<file path="config.mk">
export PLATFORM = sky130hd
export DESIGN_NAME = opfwd_core
export DESIGN_NICKNAME = d
export VERILOG_FILES = /design/src/hdl/opfwd_pkg.sv /design/src/hdl/exec_pipe.sv /design/src/hdl/forward_arbiter.sv /design/src/hdl/operand_issue.sv /design/src/hdl/opfwd_core.sv /design/src/hdl/reg_file.sv /design/src/hdl/reg_scoreboard.sv
export SDC_FILE = /design/constraint.sdc
export NUM_CORES = 2
export LEC_CHECK = 0
export BUFFER_PORTS_ARGS = -buffer_cell sky130_fd_sc_hd__buf_2
export CORE_MARGIN = 5
export CORE_UTILIZATION = 45
export CTS_CLUSTER_DIAMETER = 50
export DETAILED_ROUTE_END_ITERATION = 16
export SETUP_SLACK_MARGIN = 0.5
export SYNTH_ARGS = -nofsm -noshare
export SYNTH_HDL_FRONTEND = slang
export SYNTH_SLANG_ARGS = --single-unit
</file>
<file path="constraint.sdc">
create_clock -name clk -period 3.3 [get_ports clk]
set_input_delay 0.165 -clock clk [delete_from_list [all_inputs] [get_ports clk]]
set_output_delay 0.165 -clock clk [all_outputs]
set_load 0.005 [all_outputs]
</file>
<file path="src/hdl/opfwd_pkg.sv">
/* opfwd_pkg: widths, forward selector and operation codes, and the packed
   structs shared by the operand forwarding pipeline */
package opfwd_pkg;

  localparam int NUM_REGS = 32;

  typedef logic [4:0]  reg_addr_t;  // register index
  typedef logic [31:0] xlen_t;      // data word
  typedef logic [1:0]  fwd_sel_t;   // operand source select
  typedef logic [1:0]  op_t;        // operation code

  // forward selector codes
  localparam fwd_sel_t FWD_NONE = 2'd0;  // take register file value
  localparam fwd_sel_t FWD_E    = 2'd1;
  localparam fwd_sel_t FWD_M    = 2'd2;
  localparam fwd_sel_t FWD_W    = 2'd3;

  // operation codes
  localparam op_t OP_ADD = 2'd0;
  localparam op_t OP_XOR = 2'd1;
  localparam op_t OP_LDI = 2'd2;  // load model, value ready in M

  // one decoded instruction from the source
  typedef struct packed {
    logic      valid;
    op_t       op;
    reg_addr_t rs1;
    reg_addr_t rs2;
    logic      use_rs1;
    logic      use_rs2;
    reg_addr_t rd;
    logic      writes_rd;
    xlen_t     imm;
  } issue_req_t;

  // value offered by a stage, addr 0 when nothing to offer
  typedef struct packed {
    reg_addr_t addr;
    xlen_t     data;
  } fwd_port_t;

  // committing write out of W
  typedef struct packed {
    logic      valid;
    reg_addr_t rd;
    xlen_t     data;
  } wb_port_t;

  // entry held in the E stage
  typedef struct packed {
    logic      valid;
    op_t       op;
    reg_addr_t rd;
    logic      writes_rd;
    xlen_t     op1;
    xlen_t     op2;
    xlen_t     imm;
  } stage_t;

endpackage

</file>
<file path="src/hdl/exec_pipe.sv">
/* exec_pipe: E, M and W stages with the ALU and late LDI result, drives the
   forward ports of each stage and the retire port out of W */
`timescale 1ns/1ps

module exec_pipe (
  input  logic                 clk,
  input  logic                 arst_n,
  input  opfwd_pkg::stage_t    e_entry,
  output opfwd_pkg::fwd_port_t fwd_e,
  output opfwd_pkg::fwd_port_t fwd_m,
  output opfwd_pkg::fwd_port_t fwd_w,
  output opfwd_pkg::wb_port_t  wb
);

  opfwd_pkg::xlen_t     alu_res;
  opfwd_pkg::reg_addr_t e_rd;      // E writer, 0 if none
  opfwd_pkg::reg_addr_t e_ldi_rd;  // E LDI writer, value not ready yet
  logic                 m_valid;
  opfwd_pkg::op_t       m_op;
  opfwd_pkg::reg_addr_t m_rd;      // 0 for bubbles and non-writers
  opfwd_pkg::xlen_t     m_alu;
  opfwd_pkg::xlen_t     m_imm;
  opfwd_pkg::xlen_t     m_res;
  opfwd_pkg::wb_port_t  w_q;

  always_comb begin
    case (e_entry.op)
      opfwd_pkg::OP_XOR: alu_res = e_entry.op1 ^ e_entry.op2;
      default:           alu_res = e_entry.op1 + e_entry.op2;
    endcase
  end

  assign e_rd     = (e_entry.valid && e_entry.writes_rd) ? e_entry.rd : '0;
  assign e_ldi_rd = (e_entry.op == opfwd_pkg::OP_LDI) ? e_rd : '0;

  always_ff @(posedge clk or negedge arst_n) begin
    if (!arst_n) begin
      m_valid <= 1'b0;
      m_op    <= opfwd_pkg::OP_ADD;
      m_rd    <= '0;
    end else begin
      m_valid <= e_entry.valid;
      m_op    <= e_entry.op;
      m_rd    <= e_rd;
    end
  end

  always_ff @(posedge clk) begin
    m_alu <= alu_res;
    m_imm <= e_entry.imm;
  end

  assign m_res = (m_op == opfwd_pkg::OP_LDI) ? m_imm : m_alu;  // load data arrives in M

  always_ff @(posedge clk or negedge arst_n) begin
    if (!arst_n) begin
      w_q <= '0;
    end else begin
      w_q.valid <= m_valid;
      w_q.rd    <= m_rd;
      w_q.data  <= m_res;
    end
  end

  // an LDI in E hides older values of its rd, so a reader stalls
  // instead of picking up a stale M or W value
  always_comb begin
    fwd_e.addr = (e_entry.op == opfwd_pkg::OP_LDI) ? '0 : e_rd;
    fwd_e.data = alu_res;
    fwd_m.addr = (m_rd == e_ldi_rd) ? '0 : m_rd;
    fwd_m.data = m_res;
    fwd_w.addr = (w_q.rd == e_ldi_rd) ? '0 : w_q.rd;
    fwd_w.data = w_q.data;
  end

  assign wb = w_q;  // valid for every W instruction

endmodule

</file>
<file path="src/hdl/forward_arbiter.sv">
/* forward_arbiter: picks the forward source of each pending operand with
   E over M over W priority, flags a data hazard when none can supply it */
`timescale 1ns/1ps

module forward_arbiter (
  input  logic                 op1_ready,
  input  logic                 op2_ready,
  input  opfwd_pkg::reg_addr_t rs1_addr,
  input  opfwd_pkg::reg_addr_t rs2_addr,
  input  opfwd_pkg::reg_addr_t fwd_e_addr,
  input  opfwd_pkg::reg_addr_t fwd_m_addr,
  input  opfwd_pkg::reg_addr_t fwd_w_addr,
  output logic                 is_data_hazard,
  output opfwd_pkg::fwd_sel_t  rs1_forward_selector,
  output opfwd_pkg::fwd_sel_t  rs2_forward_selector
);

  logic op1_data_hazard;
  logic op2_data_hazard;

  assign is_data_hazard = op1_data_hazard || op2_data_hazard;

  always_comb begin
    rs1_forward_selector = opfwd_pkg::FWD_NONE;
    op1_data_hazard      = 1'b0;
    if (!op1_ready) begin
      // case items are checked in order, E first as the youngest writer
      case (rs1_addr)
        fwd_e_addr: rs1_forward_selector = opfwd_pkg::FWD_E;
        fwd_m_addr: rs1_forward_selector = opfwd_pkg::FWD_M;
        fwd_w_addr: rs1_forward_selector = opfwd_pkg::FWD_W;
        default: begin
          op1_data_hazard = 1'b1;  // producer not far enough yet
        end
      endcase
    end
  end

  always_comb begin
    rs2_forward_selector = opfwd_pkg::FWD_NONE;
    op2_data_hazard      = 1'b0;
    if (!op2_ready) begin
      case (rs2_addr)
        fwd_e_addr: rs2_forward_selector = opfwd_pkg::FWD_E;
        fwd_m_addr: rs2_forward_selector = opfwd_pkg::FWD_M;
        fwd_w_addr: rs2_forward_selector = opfwd_pkg::FWD_W;
        default: begin
          op2_data_hazard = 1'b1;
        end
      endcase
    end
  end

endmodule

</file>
<file path="src/hdl/operand_issue.sv">
/* operand_issue: selects each source from the register file or a forward
   port, stalls on hazard and loads the E stage register */
`timescale 1ns/1ps

module operand_issue (
  input  logic                  clk,
  input  logic                  arst_n,
  input  opfwd_pkg::issue_req_t req,
  input  logic                  op1_ready,
  input  logic                  op2_ready,
  input  opfwd_pkg::xlen_t      rs1_data,
  input  opfwd_pkg::xlen_t      rs2_data,
  input  opfwd_pkg::fwd_port_t  fwd_e,
  input  opfwd_pkg::fwd_port_t  fwd_m,
  input  opfwd_pkg::fwd_port_t  fwd_w,
  output logic                  stall,
  output logic                  accept,
  output opfwd_pkg::stage_t     e_entry
);

  logic                is_data_hazard;
  opfwd_pkg::fwd_sel_t rs1_sel;
  opfwd_pkg::fwd_sel_t rs2_sel;
  opfwd_pkg::xlen_t    op1_val;
  opfwd_pkg::xlen_t    op2_val;
  opfwd_pkg::stage_t   e_next;

  forward_arbiter i_forward_arbiter (
    .op1_ready            (op1_ready),
    .op2_ready            (op2_ready),
    .rs1_addr             (req.rs1),
    .rs2_addr             (req.rs2),
    .fwd_e_addr           (fwd_e.addr),
    .fwd_m_addr           (fwd_m.addr),
    .fwd_w_addr           (fwd_w.addr),
    .is_data_hazard       (is_data_hazard),
    .rs1_forward_selector (rs1_sel),
    .rs2_forward_selector (rs2_sel)
  );

  assign stall  = req.valid && is_data_hazard;
  assign accept = req.valid && !is_data_hazard;

  always_comb begin
    case (rs1_sel)
      opfwd_pkg::FWD_E: op1_val = fwd_e.data;
      opfwd_pkg::FWD_M: op1_val = fwd_m.data;
      opfwd_pkg::FWD_W: op1_val = fwd_w.data;
      default:          op1_val = rs1_data;
    endcase
    case (rs2_sel)
      opfwd_pkg::FWD_E: op2_val = fwd_e.data;
      opfwd_pkg::FWD_M: op2_val = fwd_m.data;
      opfwd_pkg::FWD_W: op2_val = fwd_w.data;
      default:          op2_val = rs2_data;
    endcase
  end

  always_comb begin
    e_next.valid     = accept;  // bubble when stalled or idle
    e_next.op        = req.op;
    e_next.rd        = req.rd;
    e_next.writes_rd = req.writes_rd;
    e_next.op1       = op1_val;
    e_next.op2       = op2_val;
    e_next.imm       = req.imm;
  end

  always_ff @(posedge clk or negedge arst_n) begin
    if (!arst_n) begin
      e_entry <= '0;
    end else begin
      e_entry <= e_next;
    end
  end

endmodule

</file>
<file path="src/hdl/opfwd_core.sv">
/* opfwd_core: operand delivery top level, joins scoreboard, register file,
   issue stage and execution pipe */
`timescale 1ns/1ps

module opfwd_core (
  input  logic                  clk,
  input  logic                  arst_n,
  input  opfwd_pkg::issue_req_t req,
  output logic                  stall,
  output opfwd_pkg::wb_port_t   retire
);

  logic                 op1_ready;
  logic                 op2_ready;
  logic                 accept;
  opfwd_pkg::xlen_t     rs1_data;
  opfwd_pkg::xlen_t     rs2_data;
  opfwd_pkg::fwd_port_t fwd_e;
  opfwd_pkg::fwd_port_t fwd_m;
  opfwd_pkg::fwd_port_t fwd_w;
  opfwd_pkg::wb_port_t  wb;
  opfwd_pkg::stage_t    e_entry;

  reg_file i_reg_file (
    .clk      (clk),
    .arst_n   (arst_n),
    .rs1_addr (req.rs1),
    .rs2_addr (req.rs2),
    .rs1_data (rs1_data),
    .rs2_data (rs2_data),
    .wb       (wb)
  );

  reg_scoreboard i_reg_scoreboard (
    .clk       (clk),
    .arst_n    (arst_n),
    .req       (req),
    .accept    (accept),
    .wb        (wb),
    .op1_ready (op1_ready),
    .op2_ready (op2_ready)
  );

  operand_issue i_operand_issue (
    .clk       (clk),
    .arst_n    (arst_n),
    .req       (req),
    .op1_ready (op1_ready),
    .op2_ready (op2_ready),
    .rs1_data  (rs1_data),
    .rs2_data  (rs2_data),
    .fwd_e     (fwd_e),
    .fwd_m     (fwd_m),
    .fwd_w     (fwd_w),
    .stall     (stall),
    .accept    (accept),
    .e_entry   (e_entry)
  );

  exec_pipe i_exec_pipe (
    .clk     (clk),
    .arst_n  (arst_n),
    .e_entry (e_entry),
    .fwd_e   (fwd_e),
    .fwd_m   (fwd_m),
    .fwd_w   (fwd_w),
    .wb      (wb)
  );

  assign retire = wb;

endmodule

</file>
<file path="src/hdl/reg_file.sv">
/* reg_file: 32 x 32-bit register file, two asynchronous read ports and one
   write port fed from writeback, x0 hard-wired to zero */
`timescale 1ns/1ps

module reg_file (
  input  logic                clk,
  input  logic                arst_n,
  input  opfwd_pkg::reg_addr_t rs1_addr,
  input  opfwd_pkg::reg_addr_t rs2_addr,
  output opfwd_pkg::xlen_t    rs1_data,
  output opfwd_pkg::xlen_t    rs2_data,
  input  opfwd_pkg::wb_port_t wb
);

  opfwd_pkg::xlen_t regs [1:opfwd_pkg::NUM_REGS-1];  // x0 has no storage

  always_ff @(posedge clk or negedge arst_n) begin
    if (!arst_n) begin
      for (int i = 1; i < opfwd_pkg::NUM_REGS; i++) begin
        regs[i] <= '0;
      end
    end else if (wb.valid && (wb.rd != '0)) begin
      regs[wb.rd] <= wb.data;  // written at end of W
    end
  end

  // no bypass here, same-cycle readers get the W forward instead
  always_comb begin
    rs1_data = (rs1_addr == '0) ? '0 : regs[rs1_addr];
    rs2_data = (rs2_addr == '0) ? '0 : regs[rs2_addr];
  end

endmodule

</file>
<file path="src/hdl/reg_scoreboard.sv">
/* reg_scoreboard: one pending-write bit per register, reports whether each
   used source of the presented instruction is ready */
`timescale 1ns/1ps

module reg_scoreboard (
  input  logic                  clk,
  input  logic                  arst_n,
  input  opfwd_pkg::issue_req_t req,
  input  logic                  accept,
  input  opfwd_pkg::wb_port_t   wb,
  output logic                  op1_ready,
  output logic                  op2_ready
);

  logic [opfwd_pkg::NUM_REGS-1:0] pending;
  opfwd_pkg::reg_addr_t set_rd;  // 0 when nothing to set
  opfwd_pkg::reg_addr_t e_rd;    // writers now in E and M
  opfwd_pkg::reg_addr_t m_rd;
  logic                 clr_ok;

  assign set_rd = (accept && req.writes_rd) ? req.rd : '0;

  // an older retire must not clear a register that a younger
  // instruction still has in flight
  assign clr_ok = wb.valid && (wb.rd != '0) && (wb.rd != e_rd) && (wb.rd != m_rd);

  always_ff @(posedge clk or negedge arst_n) begin
    if (!arst_n) begin
      pending <= '0;
      e_rd    <= '0;
      m_rd    <= '0;
    end else begin
      e_rd <= set_rd;
      m_rd <= e_rd;
      if (clr_ok) begin
        pending[wb.rd] <= 1'b0;
      end
      if (set_rd != '0) begin
        pending[set_rd] <= 1'b1;  // set wins over clear
      end
    end
  end

  // ready means not needed, or needed and not pending
  assign op1_ready = !req.use_rs1 || !pending[req.rs1];
  assign op2_ready = !req.use_rs2 || !pending[req.rs2];

endmodule

</file>
Word level (Yosys, flattened, before mapping)
Index checks and enable logic that the tools add are counted.
{ "word_totals": {"out_inout_bits": 39, "reg_bits": 1249, "word_cells": 155, "inputBits": 55} }
{ "op_classes": {"reduce_logical": 22, "n_lt_le_gt_ge": 10, "n_eq_ne": 19, "n_mux": 47, "bitwise": 7, "addsub": 1} }
{ "ops": {"columns": ["cell", "n"], "rows": [
  ["bitwise mux 992 bit", 1],
  ["two-way mux 32 bit", 11],
  ["binary-select mux 32 bit (select 5 bit)", 2],
  ["one-hot mux 32 bit (3 select lines)", 2],
  ["demux 32 bit (select 5 bit)", 1],
  ["equality test 5 bit", 8],
  ["adder 32 bit", 1],
  ["bitwise AND 32 bit", 1],
  ["inverter 32 bit", 1],
  ["OR 32 bit", 1],
  ["bitwise XOR 32 bit", 1],
  ["two-way mux 5 bit", 6],
  ["< comparator 5 x 6 -> 1 bit (second input constant)", 4],
  ["greater-or-equal comparator 6 bit (second input constant)", 3],
  ["inverter 5 -> 6 bit", 3],
  ["two-way mux 2 bit", 8],
  ["equality test 2 bit (second input constant)", 6],
  ["two-way mux 1 bit", 12],
  ["binary-select mux 1 bit (select 5 bit)", 2],
  ["demux 1 bit (select 5 bit)", 2],
  ["greater-or-equal comparator 5 x 1 -> 1 bit (second input constant)", 2],
  ["logical AND 1 bit", 10],
  ["logical NOT 5 bit", 2],
  ["!= test 5 bit", 2],
  ["5 further kinds", 14]
]} }

Depth between registers and ports, before layout
{ "logic_depth": {"word_depth": 21, "ltp_mapped": 13, "depth_no_buf": 12} }

Cells and area by module
Synthesis repeated with hierarchy kept, for this count alone.
{ "unflattened": {"cells_unflattened": 4601, "area_unflattened_um2": 65907.0} }
{ "modules_own_cells": {"columns": ["module", "cells_per_inst", "area_each_um2", "seq_area_each_um2", "instances"], "rows": [
  ["reg_file", 3612, 53491.3, 24823.8, 1],
  ["exec_pipe", 530, 5290.1, 2432.3, 1],
  ["operand_issue", 185, 4269.1, 2627.5, 1],
  ["reg_scoreboard", 221, 2467.4, 1051.0, 1],
  ["forward_arbiter", 53, 389.1, 0.0, 1]
]} }

Least setup slack after synthesis
No wires, ideal clock.
{ "synth_path": {"kind": "register to register", "startpoint": "register i_exec_pipe.m_rd[1]", "endpoint": "register i_operand_issue.e_entry[81] (netlist name)", "path_stages_with_launch": 13, "setup_ns": 0.150, "path_buffers": 3, "period_less_slack_ns": 2.829, "arrival_time_ns": 2.679, "setup_slack_ns": 0.471, "t_required_ns": 3.150, "cell_sequence": "dfrtp_1 > buf_2 > nor4bb_1 > a31oi_1 > o21ai_0 > a311oi_1 > a211oi_2 > nand2_2 > nor3b_1 > buf_2 > buf_2 > a222oi_1 > o21ai_0"} }
{ "synth_between": {"elab_chain_len": 8, "word_cells_on_any_way": 10, "classes_between": "eq/ne: 5; mux: 5"} }
{ "synth_lines": {"columns": ["item", "line", "rtl"], "rows": [
  ["start, declared", "exec_pipe.sv:20", "opfwd_pkg::reg_addr_t m_rd;"],
  ["start signal, assigned", "exec_pipe.sv:44", "m_rd <= e_rd;"],
  ["equality test 5 bit", "exec_pipe.sv:70", "fwd_m.addr = (m_rd == e_ldi_rd) ? '0 : m_rd;"],
  ["two-way mux 5 bit (*)", "exec_pipe.sv:70", null],
  ["equality test 5 bit (*)", "forward_arbiter.sv:28", "case (rs1_addr)"],
  ["two-way mux 2 bit (*) (2 in a row)", "forward_arbiter.sv:28", null],
  ["two-way mux 2 bit (*)", "forward_arbiter.sv:26", "if (!op1_ready) begin"],
  ["equality test 2 bit or equality test 2 x 1 -> 1 bit (tied branches)", "operand_issue.sv:45", "case (rs1_sel)"],
  ["one-hot mux 32 bit (3 select lines) (*)", "operand_issue.sv:45", null],
  ["via i_operand_issue.op1_val[17]", "operand_issue.sv:24", "opfwd_pkg::xlen_t op1_val;"]
]} }
Mark *: on every way through the listed nets, which the timed path passes. The rest lies on a longest branch.
A chain may end at the register's enable or synchronous reset.

Final worst setup path
{ "layout_path": {"startpoint": "register i_operand_issue.e_entry[102] (netlist name)", "endpoint": "output port stall"} }
{ "layout_between": {"elab_chain_len": 11, "word_cells_on_any_way": 23, "classes_between": "eq/ne: 9; mux: 12; reduce/logical: 2"} }
{ "layout_lines": {"columns": ["item", "line", "rtl"], "rows": [
  ["equality test 2 bit (*)", "exec_pipe.sv:34, exec_pipe.sv:68", null],
  ["two-way mux 5 bit", "exec_pipe.sv:34", "assign e_ldi_rd = (e_entry.op == opfwd_pkg::OP_LDI) ? e_rd : '0;"],
  ["equality test 5 bit", "exec_pipe.sv:72", "fwd_w.addr = (w_q.rd == e_ldi_rd) ? '0 : w_q.rd;"],
  ["two-way mux 5 bit", "exec_pipe.sv:72", null],
  ["equality test 5 bit, on equally long branches", "forward_arbiter.sv:28, forward_arbiter.sv:43", null],
  ["two-way mux 1 bit, on equally long branches (3 in a row)", "forward_arbiter.sv:28, forward_arbiter.sv:43", null],
  ["two-way mux 1 bit, on equally long branches", "forward_arbiter.sv:26, forward_arbiter.sv:42", null],
  ["logical OR 1 bit (*)", "forward_arbiter.sv:21", "assign is_data_hazard = op1_data_hazard || op2_data_hazard;"],
  ["logical AND 1 bit (*)", "operand_issue.sv:41", "assign stall = req.valid && is_data_hazard;"],
  ["end, declared", "opfwd_core.sv:9", "output logic stall,"]
]} }
Every way passes the cells marked *; elsewhere a longest branch is shown, timed or not.

==> qor.txt <==
status = finished with violations
failing checks = negative setup slack
most used cells in the layout excluding fill and tap cells = 1,175 x sky130_fd_sc_hd__dfrtp_1, 1,059 x sky130_fd_sc_hd__mux2_2, 594 x sky130_fd_sc_hd__mux4_2
P&R area growth vs syn = 18.7%
mean area per synthesized cell = 14.9 um^2
switching power total = 9.01 mW
CTS Sinks = 1,249
initial core utilization = 0.451
final routed wire length divided by cell count = 31.6 um
instance area after placement = 68,700 um^2
type of element capturing the critical path = output pin
chain of cells forming the critical path = nand4b_4, or3_4, and2_4, a31o_4, a32oi_2, buf_4, a211oi_4, a21oi_2, nor2_2, buf_2
antenna violation net count after detailed routing = 0
maximum net fanout on the critical path = 5
proportion of layout cells with a drive suffix above 1 = 0.532
total standard cell area after synthesis = 64,600 um^2
via/cell ratio = 6.44
number of filler cells placed in the layout = 11,555
fraction of power consumed by the clock network = 0.474
number of buffers and inverters on the critical path = 2
final period utilization = 1.00
wire length of the first global-routing pass = 306,000 um
via count = 42,410
initial antenna violation count = 4
CTS root buf = sky130_fd_sc_hd__clkbuf_16
weighted congestion reported at the end of routability-driven placement = 0.917
share of synthesized flip-flops with an asynchronous set or reset = 0.949
Synth Flop Type = sky130_fd_sc_hd__dfrtp_1
final-report setup violation count = 1
Die Span Y = 389 um
yosys warns = 0
category of the critical setup timing path = flip-flop to output pin
number of pins exceeding their max-slew limit in the final report = 0
gate count after technology mapping = 4,332
overall routed net length = 208,000 um
transition time at the pin with the least slew margin = 1.33 ns
final worst clock skew = 0.0271 ns
clock transition time at the flip-flop clock pins of the worst setup and hold paths = 0.06 ns
Total GRT Usage = 0.273
remaining global-route overflow = 0
Buffers on Ports = 93
I/O pin total = 94
number of global-route vias before repair = 43,598
Max transition margin = 0.115
# nets final = 4,639
worst min-delay path class = input pin to async pin
DRC violation count after routing = 0
largest family of logic cells by synthesized area = multiplexers
H-tree levels = 4
post-layout utilization of the core = 0.535
Num CTS Buffers = 153
required time at the endpoint of the critical path = 3.13 ns
IR Drop Worst-Case VDD = 0.567 mV
Worst Setup Start Kind = flip-flop
Core ar. = 143,000 um^2
proportion of synthesized chip area in sequential cells = 0.479
Internal Power = 27.1 mW
standby leakage power = 34.1 nW
Die ar. = 151,000 um^2
slowest cell delay on critical path = 0.43 ns
number of enable-type register cells in the synthesized netlist = 0
share of cell area taken by muxes after synthesis = 0.405
max cap viols = 0
Yosys reg bits = 1,249
simple-gate portion of the synthesized area = 0.0269
maximum count of clock buffers along a single path = 3
arrival time reported for the critical path endpoint = 3.14 ns
xor/xnor cell area share of the yosys netlist = 0.00800
part of the total power dissipated in sequential elements = 0.444
floorplan die width = 389 um
Final Power = 36.1 mW
number of detailed-routing iterations run before antenna repair = 8
post-route standard cell area excluding fillers = 76,600 um^2
syn nets = 4,419
unrepaired setup endpoints after global routing = true
Std-Cell Rows = 139
Compound-Gate Fraction of Synth Area = 0.0480
drt initial violations = 4,215
crit path time final = 3.31 ns
most common cell after layout, fill and taps aside = sky130_fd_sc_hd__dfrtp_1
total power density per cell area = 471 nW/um^2
critical path's top delay family = simple AND/OR/NAND/NOR gates
TritonCTS clock tree = done
Final HPWL DP = 120,000 um
fraction of the mapped netlist area in adder cells = 0.00632
master of the slowest instance on the critical path = sky130_fd_sc_hd__dfrtp_2
maximum number of pins on one net before global-route repair = 138
Hold Fails Final Rpt = 0
peak clock frequency supported by timing = 0.302 GHz
switching fraction of total power = 0.249
combinational fraction of design power = 0.081
clock latency at the later pin of the worst-skew pair = 0.78 ns
Worst Slack Setup Final = -0.00950 ns
count of distinct cell types in the synthesized netlist = 79
## metrics by stage
stage	instances	hold slack [ns]	worst slack [ns]	TNS, ns
final	6581	0.0536	-0.00950	-0.00950
after global routing	6578	0.0520	-0.118	-1.32
after CTS	6537	0.00742	0.00868	0
after detailed placement	6128	0.0615	-0.159	-0.210
after global placement	6128	0.0643	-0.142	-0.157
after floorplan	4332	-0.131	0.488	0
## state kept, by name, indices dropped and copies added, names as in the netlist
name                      cells
i_operand_issue.e_entry     105
i_reg_scoreboard.e_rd         5
i_exec_pipe.wb                6
i_exec_pipe.m_alu            32
i_exec_pipe.m_valid           1
i_exec_pipe.m_op              2
i_exec_pipe.m_imm            32
i_reg_scoreboard.m_rd         5
i_reg_scoreboard.pending     32
i_exec_pipe.fwd_w            32
i_exec_pipe.m_rd              5
i_reg_file.regs             992
## Yosys cell counts (all sizes together), types with 8 or more instances
master | number | area, um^2
a21o | 10 | 76.3
nand2 | 109 | 412
and3 | 11 | 68.8
a222oi | 36 | 360
nor2 | 96 | 360
a211oi | 14 | 128
o21a | 11 | 82.6
and2 | 8 | 52.6
o211ai | 23 | 173
nor2b | 18 | 113
mux2 | 1059 | 11900
a31oi | 15 | 93.8
ha | 31 | 388
xnor2 | 38 | 333
mux2i | 84 | 841
o31ai | 16 | 120
a21oi | 57 | 285
clkbuf | 314 | 1180
nand3 | 37 | 185
nor3 | 17 | 85.1
nand2b | 11 | 68.8
buf | 99 | 433
a22oi | 25 | 188
a221oi | 8 | 70.1
a22o | 33 | 289
o21ai | 163 | 816
nand4 | 10 | 75.1
mux4 | 594 | 13400
xor2 | 21 | 184
dfrtp | 1185 | 29700
dfxtp | 64 | 1280
inv | 30 | 113
## logic make-up after synthesis
family | after synthesis
AO/OA/AOI/OAI | 457
XOR/XNOR | 59
adder cells (fa/ha/maj) | 32
buffers and inverters | 443
flip-flops | 1249
multiplexers | 1737
AND/OR/NAND/NOR | 355
## power groups by stage
stage	combinational [mW]	clock, mW	sequential, mW
after global routing	3.12	18.0	16.1
after global placement	2.68	0	16.3
after floorplan	1.62	0	16.1
final	2.93	17.1	16.1
after CTS	2.86	17.4	16.0
after detailed placement	2.70	0	16.3
## final timing paths
kind / startpoint / end / slack (ns) / cells past startpoint
max: i_operand_issue.e_entry[102] / stall / -0.01 / 10
min: arst_n / i_reg_file.regs[634] / 0.05 / 3
max reg2reg: i_operand_issue.e_entry[102] / i_operand_issue.e_entry[54] / 0.01 / 13
min reg2reg: i_operand_issue.e_entry[3] / i_exec_pipe.m_imm[3] / 0.34 / 0
max in group asynchronous: arst_n / i_reg_file.regs[777] / 2.34 / 4
min in group clk: req[50] / i_operand_issue.e_entry[102] / 0.08 / 2
## worst min-delay path: stages
cell                            delay (ns)
sky130_fd_sc_hd__dlygate4sd3_1        0.58
sky130_fd_sc_hd__buf_12               0.20
sky130_fd_sc_hd__buf_12               0.23
## timing repair
item | in CTS | in global routing
hold buffers | 76 | 0
gates resized for setup | 166 | 96
endpoints found under the setup margin | 180 | 150
gates cloned | 9 | 2
hold endpoints to repair | 1245 | 0
setup buffers | 46 | 39
pin swaps | 77 | 57
## area by class of cell
cell class                      instances  area (um^2)  area share
Antenna cell                            3         7.51   0.0000980
Clock buffer                          215         4370      0.0570
Multi-Input combinational cell       2641        33100       0.432
Timing Repair Buffer                  477         4960      0.0648
Inverter                               30          118     0.00153
Tap cell                             1903         2380      0.0311
Sequential cell                      1249        30900       0.404
Clock inverter                         63          764     0.00998
## layer usage
metal / share of wire / track usage
met2: 0.47 / 0.429
met1: 0.42 / 0.380
met4: 0.046 / 0.112
met3: 0.069 / 0.0495
met5: 0.000082 / 0
Note: power is estimated with default switching activity, not from simulation.
